File: config.mk
export PLATFORM = sky130hd
export DESIGN_NAME = rx_frame_top
export DESIGN_NICKNAME = d
export VERILOG_FILES = /design/src/hdl/rx_pkg.sv /design/src/hdl/fcs_check.sv /design/src/hdl/ht_phase_vote.sv /design/src/hdl/ht_sig_check.sv /design/src/hdl/legacy_sig_check.sv /design/src/hdl/rx_ctrl.sv /design/src/hdl/rx_frame_top.sv
export VERILOG_INCLUDE_DIRS = /design/src /design/src/include
export SDC_FILE = /design/constraint.sdc
export NUM_CORES = 1
export LEC_CHECK = 0
export CORE_ASPECT_RATIO = 1.75
export CORE_MARGIN = 2
export CORE_UTILIZATION = 55
export CTS_BUF_LIST = sky130_fd_sc_hd__clkbuf_8 sky130_fd_sc_hd__clkbuf_16
export DETAILED_ROUTE_END_ITERATION = 16
export DONT_BUFFER_PORTS = 1
export PLACE_DENSITY = 0.71
export SLEW_MARGIN = 25
export SYNTH_ARGS = -nofsm -noshare
export SYNTH_HDL_FRONTEND = slang
export SYNTH_SLANG_ARGS = --single-unit
File: constraint.sdc
create_clock -name clock -period 4.5 [get_ports clock]
set_clock_uncertainty 0.2 [all_clocks]
set_input_delay 0.675 -clock clock [delete_from_list [all_inputs] [get_ports clock]]
set_output_delay 0.675 -clock clock [all_outputs]
set_load 0.005 [all_outputs]
File: src/include/rx_settings.svh
`ifndef RX_SETTINGS_SVH
`define RX_SETTINGS_SVH

//////////////////////////////
// sample and field sizes
//////////////////////////////

`define RX_IQ_WIDTH 16

`define RX_SIG_BYTES 3

// HT-SIG1 plus HT-SIG2
`define RX_HT_SIG_BYTES 6

// bits ahead of the crc field
`define RX_HT_CRC_BITS 34

//////////////////////////////
// HT detection and rates
//////////////////////////////

`define RX_HT_ROT_VOTES 4
`define RX_LEGACY_VOTES 5

// 6 Mb/s
`define RX_BPSK_RATE 4'b1011

`define RX_MAX_MCS 7

// crc-32 register after data plus a good fcs
`define RX_FCS_RESIDUE 32'hDEBB20E3

`endif

File: src/hdl/rx_pkg.sv
`include "rx_settings.svh"

package rx_pkg;

    typedef struct packed {
        logic signed [`RX_IQ_WIDTH-1:0] i;
        logic signed [`RX_IQ_WIDTH-1:0] q;
    } iq_sample_t;

    // legacy SIGNAL, bit 0 arrives first
    typedef struct packed {
        logic [5:0]  tail;
        logic        parity;
        logic [11:0] len;
        logic        rsvd;
        logic [3:0]  rate;
    } legacy_sig_t;

    // upper 24 bits are HT-SIG2, lower 24 bits HT-SIG1
    typedef struct packed {
        logic [5:0]  tail;
        logic [7:0]  crc;
        logic [1:0]  num_ext;
        logic        sgi;
        logic        fec;
        logic [1:0]  stbc;
        logic        aggregation;
        logic        rsvd;
        logic        not_sounding;
        logic        smoothing;
        logic [15:0] len;
        logic        cbw;
        logic [6:0]  mcs;
    } ht_sig_t;

    typedef struct packed {
        logic        ht;
        logic [7:0]  rate;
        logic [15:0] len;
    } pkt_info_t;

    typedef enum logic [3:0] {
        OK                  = 4'd0,
        PARITY_FAIL         = 4'd1,
        WRONG_RSVD          = 4'd2,
        WRONG_TAIL          = 4'd3,
        WRONG_CRC           = 4'd4,
        UNSUPPORTED_MCS     = 4'd5,
        UNSUPPORTED_CBW     = 4'd6,
        HT_WRONG_RSVD       = 4'd7,
        UNSUPPORTED_STBC    = 4'd8,
        UNSUPPORTED_FEC     = 4'd9,
        UNSUPPORTED_SPATIAL = 4'd10,
        HT_WRONG_TAIL       = 4'd11,
        WRONG_FCS           = 4'd12
    } rx_status_t;

    typedef enum logic [3:0] {
        IDLE, SIGNAL, CHECK_SIGNAL, SIGNAL_ERROR, DETECT_HT,
        HT_SIGNAL, CHECK_HT_SIG, HT_SIG_ERROR, DATA, DONE
    } rx_state_t;

endpackage

File: src/hdl/fcs_check.sv
`timescale 1ns/10ps
`include "rx_settings.svh"

module fcs_check
    import rx_pkg::*;
(
    input  logic        clock,
    input  logic        ofdm_reset,
    input  logic        arm_i,
    input  logic [15:0] len_i,
    input  logic        byte_stb_i,
    input  logic [7:0]  byte_i,
    output logic        done_o,
    output logic        ok_o
);

    logic [15:0] byte_cnt;
    logic [31:0] crc_q;
    logic [31:0] crc_nxt;
    logic        finished;

    // reflected ieee crc-32 with the lsb of each byte first
    function automatic logic [31:0] crc32_byte(input logic [31:0] crc, input logic [7:0] d);
        logic [31:0] c;
        c = crc;
        for (int b = 0; b < 8; b++) begin
            c = (c[0] ^ d[b]) ? ((c >> 1) ^ 32'hEDB88320) : (c >> 1);
        end
        return c;
    endfunction

    assign crc_nxt = crc32_byte(crc_q, byte_i);

    always_ff @(posedge clock) begin
        if (ofdm_reset || !arm_i) begin
            byte_cnt <= '0;
            crc_q    <= '1;
            finished <= 1'b0;
            done_o   <= 1'b0;
            ok_o     <= 1'b0;
        end else begin
            done_o <= 1'b0;
            if (!finished) begin
                if (len_i == 16'd0) begin
                    // nothing to check
                    done_o   <= 1'b1;
                    ok_o     <= crc_q == `RX_FCS_RESIDUE;
                    finished <= 1'b1;
                end else if (byte_stb_i) begin
                    crc_q    <= crc_nxt;
                    byte_cnt <= byte_cnt + 16'd1;
                    if (byte_cnt + 16'd1 == len_i) begin
                        done_o   <= 1'b1;
                        ok_o     <= crc_nxt == `RX_FCS_RESIDUE;
                        finished <= 1'b1;
                    end
                end
            end
        end
    end

    a_count_in_len: assert property (@(posedge clock) disable iff (ofdm_reset)
        arm_i |-> byte_cnt <= len_i)
        else $error("fcs byte count beyond packet length");

endmodule

File: src/hdl/ht_phase_vote.sv
`timescale 1ns/10ps
`include "rx_settings.svh"

module ht_phase_vote
    import rx_pkg::*;
(
    input  logic       clock,
    input  logic       ofdm_reset,
    input  logic       arm_i,
    input  logic       sym_stb_i,
    input  iq_sample_t sym_i,
    output logic       is_ht_o,
    output logic       is_legacy_o
);

    logic [`RX_IQ_WIDTH-1:0] abs_i;
    logic [`RX_IQ_WIDTH-1:0] abs_q;
    logic                    rotated;
    logic [2:0]              rot_cnt;
    logic [2:0]              norm_cnt;
    logic                    decided;

    // magnitudes of this sample
    // negative full scale still fits unsigned
    always_comb begin
        abs_i   = sym_i.i[`RX_IQ_WIDTH-1] ? -sym_i.i : sym_i.i;
        abs_q   = sym_i.q[`RX_IQ_WIDTH-1] ? -sym_i.q : sym_i.q;
        rotated = abs_q > abs_i;
    end

    always_ff @(posedge clock) begin
        if (ofdm_reset || !arm_i) begin
            rot_cnt     <= '0;
            norm_cnt    <= '0;
            decided     <= 1'b0;
            is_ht_o     <= 1'b0;
            is_legacy_o <= 1'b0;
        end else begin
            is_ht_o     <= 1'b0;
            is_legacy_o <= 1'b0;
            if (sym_stb_i && !decided) begin
                if (rotated) begin
                    rot_cnt <= rot_cnt + 3'd1;
                    if (rot_cnt + 3'd1 == 3'(`RX_HT_ROT_VOTES)) begin
                        is_ht_o <= 1'b1;
                        decided <= 1'b1;
                    end
                end else begin
                    norm_cnt <= norm_cnt + 3'd1;
                    if (norm_cnt + 3'd1 == 3'(`RX_LEGACY_VOTES)) begin
                        is_legacy_o <= 1'b1;
                        decided     <= 1'b1;
                    end
                end
            end
        end
    end

    a_one_decision: assert property (@(posedge clock) disable iff (ofdm_reset)
        (is_ht_o || is_legacy_o) |=> !(is_ht_o || is_legacy_o))
        else $error("second ht or legacy decision after the first");

endmodule

File: src/hdl/ht_sig_check.sv
`timescale 1ns/10ps
`include "rx_settings.svh"

module ht_sig_check
    import rx_pkg::*;
(
    input  logic       clock,
    input  logic       ofdm_reset,
    input  logic       arm_i,
    input  logic       byte_stb_i,
    input  logic [7:0] byte_i,
    output logic       done_o,
    output ht_sig_t    ht_sig_o,
    output logic       crc_ok_o,
    output rx_status_t verdict_o
);

    logic [2:0] byte_cnt;
    logic [5:0] bit_cnt;
    logic [7:0] crc_q;
    logic [7:0] crc_exp;
    logic       collecting;
    logic       fb;

    assign collecting = byte_cnt < 3'(`RX_HT_SIG_BYTES);
    assign fb         = crc_q[7] ^ ht_sig_o[bit_cnt];

    //////////////////////////////
    // collection and serial crc-8
    //////////////////////////////

    always_ff @(posedge clock) begin
        if (ofdm_reset || !arm_i) begin
            byte_cnt <= '0;
            bit_cnt  <= '0;
            crc_q    <= 8'hff;
            done_o   <= 1'b0;
        end else begin
            done_o <= 1'b0;
            if (collecting) begin
                if (byte_stb_i) begin
                    byte_cnt <= byte_cnt + 3'd1;
                end
            end else if (bit_cnt < 6'(`RX_HT_CRC_BITS)) begin
                // x^8 + x^2 + x + 1, one field bit per cycle
                crc_q   <= {crc_q[6:0], 1'b0} ^ (fb ? 8'h07 : 8'h00);
                bit_cnt <= bit_cnt + 6'd1;
                if (bit_cnt == 6'(`RX_HT_CRC_BITS - 1)) begin
                    done_o <= 1'b1;
                end
            end
        end
    end

    always_ff @(posedge clock) begin
        if (arm_i && collecting && byte_stb_i) begin
            ht_sig_o <= {byte_i, ht_sig_o[47:8]};
        end
    end

    //////////////////////////////
    // verdict
    //////////////////////////////

    // transmitted crc is the register complemented and bit reversed
    always_comb begin
        for (int k = 0; k < 8; k++) begin
            crc_exp[k] = ~crc_q[7-k];
        end
    end

    assign crc_ok_o = ht_sig_o.crc == crc_exp;

    always_comb begin
        if (!crc_ok_o) begin
            verdict_o = WRONG_CRC;
        end else if (ht_sig_o.mcs > 7'(`RX_MAX_MCS)) begin
            verdict_o = UNSUPPORTED_MCS;
        end else if (ht_sig_o.cbw) begin
            verdict_o = UNSUPPORTED_CBW;
        end else if (!ht_sig_o.rsvd) begin
            verdict_o = HT_WRONG_RSVD;
        end else if (|ht_sig_o.stbc) begin
            verdict_o = UNSUPPORTED_STBC;
        end else if (ht_sig_o.fec) begin
            verdict_o = UNSUPPORTED_FEC;
        end else if (|ht_sig_o.num_ext) begin
            verdict_o = UNSUPPORTED_SPATIAL;
        end else if (|ht_sig_o.tail) begin
            verdict_o = HT_WRONG_TAIL;
        end else begin
            verdict_o = OK;
        end
    end

endmodule

File: src/hdl/legacy_sig_check.sv
`timescale 1ns/10ps
`include "rx_settings.svh"

module legacy_sig_check
    import rx_pkg::*;
(
    input  logic        clock,
    input  logic        ofdm_reset,
    input  logic        arm_i,
    input  logic        byte_stb_i,
    input  logic [7:0]  byte_i,
    output logic        done_o,
    output legacy_sig_t sig_o,
    output rx_status_t  verdict_o
);

    logic [1:0] byte_cnt;
    logic       accept;

    // extra bytes after the third are dropped
    assign accept = arm_i && byte_stb_i && (byte_cnt < 2'(`RX_SIG_BYTES));

    always_ff @(posedge clock) begin
        if (ofdm_reset || !arm_i) begin
            byte_cnt <= '0;
            done_o   <= 1'b0;
        end else begin
            done_o <= 1'b0;
            if (accept) begin
                byte_cnt <= byte_cnt + 2'd1;
                if (byte_cnt == 2'(`RX_SIG_BYTES - 1)) begin
                    done_o <= 1'b1;
                end
            end
        end
    end

    // first byte ends up in the low bits
    always_ff @(posedge clock) begin
        if (accept) begin
            sig_o <= {byte_i, sig_o[23:8]};
        end
    end

    always_comb begin
        if (^sig_o[17:0]) begin
            verdict_o = PARITY_FAIL;
        end else if (sig_o.rsvd) begin
            verdict_o = WRONG_RSVD;
        end else if (|sig_o.tail) begin
            verdict_o = WRONG_TAIL;
        end else begin
            verdict_o = OK;
        end
    end

endmodule

File: src/hdl/rx_ctrl.sv
`timescale 1ns/10ps
`include "rx_settings.svh"

module rx_ctrl
    import rx_pkg::*;
(
    input  logic        clock,
    input  logic        ofdm_reset,
    input  logic        start_i,
    input  logic        sig_done_i,
    input  legacy_sig_t sig_i,
    input  rx_status_t  sig_verdict_i,
    input  logic        is_ht_i,
    input  logic        is_legacy_i,
    input  logic        ht_done_i,
    input  ht_sig_t     ht_sig_i,
    input  logic        ht_crc_ok_i,
    input  rx_status_t  ht_verdict_i,
    input  logic        fcs_done_i,
    input  logic        fcs_ok_i,
    output logic        sig_arm_o,
    output logic        vote_arm_o,
    output logic        ht_arm_o,
    output logic        fcs_arm_o,
    output logic [15:0] fcs_len_o,
    output logic        sig_stb_o,
    output legacy_sig_t sig_o,
    output logic        ht_sig_stb_o,
    output ht_sig_t     ht_sig_o,
    output logic        ht_sig_crc_ok_o,
    output logic        pkt_begin_o,
    output pkt_info_t   pkt_o,
    output logic        fcs_stb_o,
    output logic        fcs_ok_o,
    output rx_status_t  status_o
);

    rx_state_t state;
    logic      legacy_go;
    logic      ht_go;

    // units stay armed through their check state so the verdicts hold
    assign sig_arm_o  = (state == SIGNAL) || (state == CHECK_SIGNAL);
    assign vote_arm_o = state == DETECT_HT;
    assign ht_arm_o   = (state == HT_SIGNAL) || (state == CHECK_HT_SIG);
    assign fcs_arm_o  = state == DATA;
    assign fcs_len_o  = pkt_o.len;

    assign legacy_go = (state == CHECK_SIGNAL && sig_verdict_i == OK &&
                        sig_o.rate != `RX_BPSK_RATE) ||
                       (state == DETECT_HT && is_legacy_i);
    assign ht_go     = state == CHECK_HT_SIG && ht_verdict_i == OK;

    //////////////////////////////
    // packet fsm
    //////////////////////////////

    always_ff @(posedge clock) begin
        if (ofdm_reset) begin
            state           <= IDLE;
            sig_stb_o       <= 1'b0;
            ht_sig_stb_o    <= 1'b0;
            ht_sig_crc_ok_o <= 1'b0;
            pkt_begin_o     <= 1'b0;
            fcs_stb_o       <= 1'b0;
            fcs_ok_o        <= 1'b0;
            status_o        <= OK;
        end else begin
            sig_stb_o    <= 1'b0;
            ht_sig_stb_o <= 1'b0;
            pkt_begin_o  <= legacy_go || ht_go;
            fcs_stb_o    <= 1'b0;
            case (state)
                IDLE: begin
                    if (start_i) begin
                        state <= SIGNAL;
                    end
                end
                SIGNAL: begin
                    if (sig_done_i) begin
                        sig_stb_o <= 1'b1;
                        state     <= CHECK_SIGNAL;
                    end
                end
                CHECK_SIGNAL: begin
                    status_o <= sig_verdict_i;
                    if (sig_verdict_i != OK) begin
                        state <= SIGNAL_ERROR;
                    end else if (legacy_go) begin
                        state <= DATA;
                    end else begin
                        state <= DETECT_HT;
                    end
                end
                DETECT_HT: begin
                    if (is_ht_i) begin
                        state <= HT_SIGNAL;
                    end else if (is_legacy_i) begin
                        state <= DATA;
                    end
                end
                HT_SIGNAL: begin
                    if (ht_done_i) begin
                        ht_sig_stb_o    <= 1'b1;
                        ht_sig_crc_ok_o <= ht_crc_ok_i;
                        state           <= CHECK_HT_SIG;
                    end
                end
                CHECK_HT_SIG: begin
                    status_o <= ht_verdict_i;
                    state    <= ht_go ? DATA : HT_SIG_ERROR;
                end
                DATA: begin
                    if (fcs_done_i) begin
                        fcs_stb_o <= 1'b1;
                        fcs_ok_o  <= fcs_ok_i;
                        status_o  <= fcs_ok_i ? OK : WRONG_FCS;
                        state     <= DONE;
                    end
                end
                default: begin
                    // error states and DONE
                    state <= IDLE;
                end
            endcase
        end
    end

    //////////////////////////////
    // field and packet registers
    //////////////////////////////

    always_ff @(posedge clock) begin
        if (state == SIGNAL && sig_done_i) begin
            sig_o <= sig_i;
        end
        if (state == HT_SIGNAL && ht_done_i) begin
            ht_sig_o <= ht_sig_i;
        end
        if (legacy_go) begin
            pkt_o <= '{ht: 1'b0, rate: {4'b0, sig_o.rate}, len: {4'b0, sig_o.len}};
        end else if (ht_go) begin
            pkt_o <= '{ht: 1'b1, rate: {1'b1, ht_sig_o.mcs}, len: ht_sig_o.len};
        end
    end

    a_begin_pulse: assert property (@(posedge clock) disable iff (ofdm_reset)
        pkt_begin_o |=> !pkt_begin_o)
        else $error("pkt_begin held for more than one cycle");

    a_fcs_pulse: assert property (@(posedge clock) disable iff (ofdm_reset)
        fcs_stb_o |=> !fcs_stb_o)
        else $error("fcs strobe held for more than one cycle");

endmodule

File: src/hdl/rx_frame_top.sv
`timescale 1ns/10ps

module rx_frame_top
    import rx_pkg::*;
(
    input  logic        clock,
    input  logic        ofdm_reset,
    input  logic        start_i,
    input  logic        byte_stb_i,
    input  logic [7:0]  byte_i,
    input  logic        sym_stb_i,
    input  iq_sample_t  sym_i,
    output logic        sig_stb_o,
    output legacy_sig_t sig_o,
    output logic        ht_sig_stb_o,
    output ht_sig_t     ht_sig_o,
    output logic        ht_sig_crc_ok_o,
    output logic        pkt_begin_o,
    output pkt_info_t   pkt_o,
    output logic        fcs_stb_o,
    output logic        fcs_ok_o,
    output rx_status_t  status_o
);

    logic        sig_arm, vote_arm, ht_arm, fcs_arm;
    logic [15:0] fcs_len;
    logic        sig_done, ht_done, fcs_done;
    logic        is_ht, is_legacy, ht_crc_ok, fcs_ok;
    legacy_sig_t sig_field;
    ht_sig_t     ht_field;
    rx_status_t  sig_verdict, ht_verdict;

    rx_ctrl u_ctrl (
        .clock, .ofdm_reset, .start_i,
        .sig_done_i(sig_done), .sig_i(sig_field), .sig_verdict_i(sig_verdict),
        .is_ht_i(is_ht), .is_legacy_i(is_legacy),
        .ht_done_i(ht_done), .ht_sig_i(ht_field), .ht_crc_ok_i(ht_crc_ok),
        .ht_verdict_i(ht_verdict), .fcs_done_i(fcs_done), .fcs_ok_i(fcs_ok),
        .sig_arm_o(sig_arm), .vote_arm_o(vote_arm), .ht_arm_o(ht_arm),
        .fcs_arm_o(fcs_arm), .fcs_len_o(fcs_len),
        .sig_stb_o, .sig_o, .ht_sig_stb_o, .ht_sig_o, .ht_sig_crc_ok_o,
        .pkt_begin_o, .pkt_o, .fcs_stb_o, .fcs_ok_o, .status_o
    );

    legacy_sig_check u_sig (
        .clock, .ofdm_reset, .arm_i(sig_arm), .byte_stb_i, .byte_i,
        .done_o(sig_done), .sig_o(sig_field), .verdict_o(sig_verdict)
    );

    ht_phase_vote u_vote (
        .clock, .ofdm_reset, .arm_i(vote_arm), .sym_stb_i, .sym_i,
        .is_ht_o(is_ht), .is_legacy_o(is_legacy)
    );

    ht_sig_check u_ht_sig (
        .clock, .ofdm_reset, .arm_i(ht_arm), .byte_stb_i, .byte_i,
        .done_o(ht_done), .ht_sig_o(ht_field), .crc_ok_o(ht_crc_ok),
        .verdict_o(ht_verdict)
    );

    fcs_check u_fcs (
        .clock, .ofdm_reset, .arm_i(fcs_arm), .len_i(fcs_len), .byte_stb_i, .byte_i,
        .done_o(fcs_done), .ok_o(fcs_ok)
    );

endmodule

==> impl_metrics.env <==
export IMPL_crit_arrival_ps=4260
export IMPL_synth_area_leaders="edfxtp_1 (39%), dfxtp_1 (17%), xnor2_1 (6.4%)"
export IMPL_cp_max_fo=5
export IMPL_portBuffers=0
export IMPL_yosysWarnings=0
export IMPL_postCtsSetupRepairBufs=0
export IMPL_hold_class="in -> reg"
export IMPL_wl_per_cell_um=21.17
export IMPL_yosys_area_top_type="edfxtp_1"
export IMPL_pwr_share_seq=0.508
export IMPL_antenna_found_initial=0
export IMPL_cts_tree="built"
export IMPL_diodes=0
export IMPL_cts_root_buffer="clkbuf_16"
export IMPL_drt_pass1_iterations=5
export IMPL_syn_area_mm2=0.01242
export IMPL_initial_core_util=0.5605
export IMPL_drive_gt1_frac=0.08503
export IMPL_viasPerCell=6.042
export IMPL_fill_cells=1785
export IMPL_synth_area_per_cell_um2=11.64
export IMPL_worstSetupPathType="in -> reg"
export IMPL_synthFlopType="edfxtp_1"
export IMPL_num_vias=8326
export IMPL_synth_edf_count=160
export IMPL_clk_pin_slew_worst_paths_ps=60
export IMPL_comb_power_share=0.115
export IMPL_p_per_area_mw_per_mm2=391.3
export IMPL_gp_congestion=0.9303
export IMPL_synthDistinctLibCells=70
export IMPL_switchingPower_mw=1.262
export IMPL_finish_utilization=0.6108
export IMPL_maxSlewHeadroom=0.3081
export IMPL_hold_ws_ps=27.39
export IMPL_final_max_slew_violation_count=0
export IMPL_clk_latency_ps=520
export IMPL_p_leak_nw=4.563
export IMPL_cap_violations=0
export IMPL_synth_top_cell_area_share=0.3868
export IMPL_grt_pass1_vias=8106
export IMPL_finalCriticalPeriod_ps=4015
export IMPL_syn_instance_count=1067
export IMPL_cts_resized=0
export IMPL_swShare=0.2382
export IMPL_routed_wl_um=29180
export IMPL_die_h_um=202.8
export IMPL_final_nets=1137
export IMPL_drt_iter0_drc=650
export IMPL_hold_depth=1
export IMPL_detail_route_antenna_nets=0
export IMPL_place_inst=1333
export IMPL_layout_cells_non_filler=1378
export IMPL_cts_buffer_depth=3
export IMPL_vdd_ir_drop_max_v=0.0003294
export IMPL_start_kind="input port"
export IMPL_worstPathRequired_ps=4740
export IMPL_overflow=0
export IMPL_synth_nets=1140
export IMPL_ys_ff_latch=263
export IMPL_status="finished clean"
export IMPL_drc=0
export IMPL_min_period_over_period=0.8922
export IMPL_worst_slew_pin_slew_ps=1032
export IMPL_pwr_share_clk=0.376
export IMPL_grt_total_usage=0.2412
export IMPL_core_area_mm2=0.02216
export IMPL_setup_tns_final_ps=0
export IMPL_final_setup_viol_count=0
export IMPL_max_clock_freq_mhz=249.1
export IMPL_grt_pass1_wl_um=44970
export IMPL_finalPower_mw=5.296
export IMPL_dieArea_mm2=0.02385
export IMPL_critPathCaptureType="flip-flop"
export IMPL_async_flop_share=0
export IMPL_die_w_um=117.6
export IMPL_clock_sinks=263
export IMPL_p_int_mw=4.034
export IMPL_dp_hpwl_um=21960
export IMPL_final_hold_viol_count=0
export IMPL_syn_to_final_growth_pct=8.976
export IMPL_yosysSeqAreaShare=0.5528
export IMPL_cts_made_buffers=24
export IMPL_rows=72
export IMPL_io_pins=152
export IMPL_grt_max_degree=55
export IMPL_worstRegToRegCells=9
export IMPL_rsz0062_at_grt="false"
export IMPL_htree_levels=1
export IMPL_ctsHoldBuffers=0
[metrics by stage]
stage | worst slack [ps] | instance area [µm²]
after floorplan | 455.2 | 12420
after global routing | 266.4 | 13540
after detailed placement | 28.83 | 12730
after global placement | 215.8 | 12730
after CTS | 550.1 | 13520
final | 485.0 | 13540
[Yosys cell counts, types with 26 or more instances]
cell / number
clkbuf_1: 34
dfxtp_1: 103
edfxtp_1: 160
ha_1: 28
nand2_1: 106
nand3_1: 38
nor2_1: 80
nor3_1: 26
o211ai_1: 29
o21ai_0: 27
xnor2_1: 91
xor2_1: 57
[metal layers]
metal  vias to the layer above  global-route usage  wire length (µm)
met3                        68             0.05056              2059
met1                      4033              0.2695             10480
met5                         -                   0                 0
li1                       3896                   -                 -
met4                         0             0.09682              1199
met2                       329              0.4448             15440
[cell families (layout without fill, tap and decap cells)]
family | Yosys count | count (layout) | synth area share
AND/OR/NAND/NOR | 363 | 363 | 0.1444
adder cells (fa/ha/maj) | 28 | 28 | 0.02821
buffers and inverters | 58 | 73 | 0.01833
flip-flops | 263 | 263 | 0.5528
AO/OA/AOI/OAI | 160 | 160 | 0.08774
multiplexers | 34 | 34 | 0.04291
XOR/XNOR | 161 | 161 | 0.1256
[cell usage in the layout, fill, tap and decap left out, types with 11 or more instances in the layout]
cell type / count
nor4_1: 17
mux2i_1: 15
a21oi_1: 23
o31ai_1: 11
edfxtp_1: 160
o21ai_1: 12
nand4_1: 17
clkbuf_16: 25
inv_1: 20
buf_4: 11
o21ai_0: 27
xnor2_1: 91
xor2_1: 57
dfxtp_1: 102
nor2_1: 79
nor3_1: 24
mux4_2: 15
a22o_1: 16
o211ai_1: 29
nand3_1: 38
ha_1: 28
nand2_1: 106
nor2b_1: 17
or3_1: 13
[flip-flops by register name, indices dropped and copies added (netlist names), 2 cells and up]
register / count
u_ht_sig.bit_cnt: 6
u_ht_sig.crc_q: 8
u_ht_sig.ht_sig_o: 48
u_ctrl.state: 4
u_vote.rot_cnt: 3
u_ctrl.pkt_o: 8
u_sig.byte_cnt: 2
u_fcs.byte_cnt: 16
u_vote.norm_cnt: 3
u_fcs.crc_q: 32
u_ht_sig.byte_cnt: 3
u_sig.sig_o: 24
u_ctrl.fcs_len_o: 16
u_ctrl.sig_o: 24
u_ctrl.ht_sig_o: 48
u_ctrl.status_o: 4
[critical path, cell delays in order]
cell       delay [ps]
nor3_1            230
nand2b_1          110
nor2_1            220
nand2_1           120
o31ai_1           270
xor2_1            250
ha_1              280
a21o_1            180
a21o_1            170
a21o_1            170
a21oi_1           140
nor2b_1            70
a2111oi_2         480
a21oi_1           240
or4_1             510
a21oi_1           150
[final timing paths]
| path | slack, ps | end | startpoint |
|---|---|---|---|
| setup / recovery | 490 | u_vote.norm_cnt[2]$_SDFFE_PP0P_ | sym_i[19] |
| setup reg to reg | 1120 | u_ctrl.pkt_begin_o$_SDFF_PP0_ | u_sig.sig_o[17]$_DFFE_PP_ |
| hold / removal | 30 | u_ctrl.state[3]$_SDFFE_PP0P_ | ofdm_reset |
| hold reg to reg | 260 | u_ctrl.ht_sig_o[0]$_DFFE_PP_ | u_ht_sig.ht_sig_o[0]$_DFFE_PP_ |
[power by group through the flow]
stage          combinational, mW  sequential, mW  clock (mW)
4_1_cts                    0.609            2.69        2.03
6_report                   0.611            2.69        1.99
5_1_grt                    0.679            2.70        2.13
3_3_place_gp               0.597            2.74           0
3_5_place_dp               0.603            2.74           0
2_1_floorplan              0.501            2.71           0
[final cells by class]
cell class | count | area (µm²) | area share
Clock inverter | 15 | 105.1 | 0.007765
Multi-Input combinational cell | 746 | 5353 | 0.3955
Clock buffer | 29 | 680.7 | 0.05029
Tap cell | 296 | 370.4 | 0.02736
Inverter | 17 | 65.06 | 0.004807
Sequential cell | 263 | 6868 | 0.5074
Timing Repair Buffer | 12 | 93.84 | 0.006933
No activity file was read; power rests on OpenSTA's default activity.
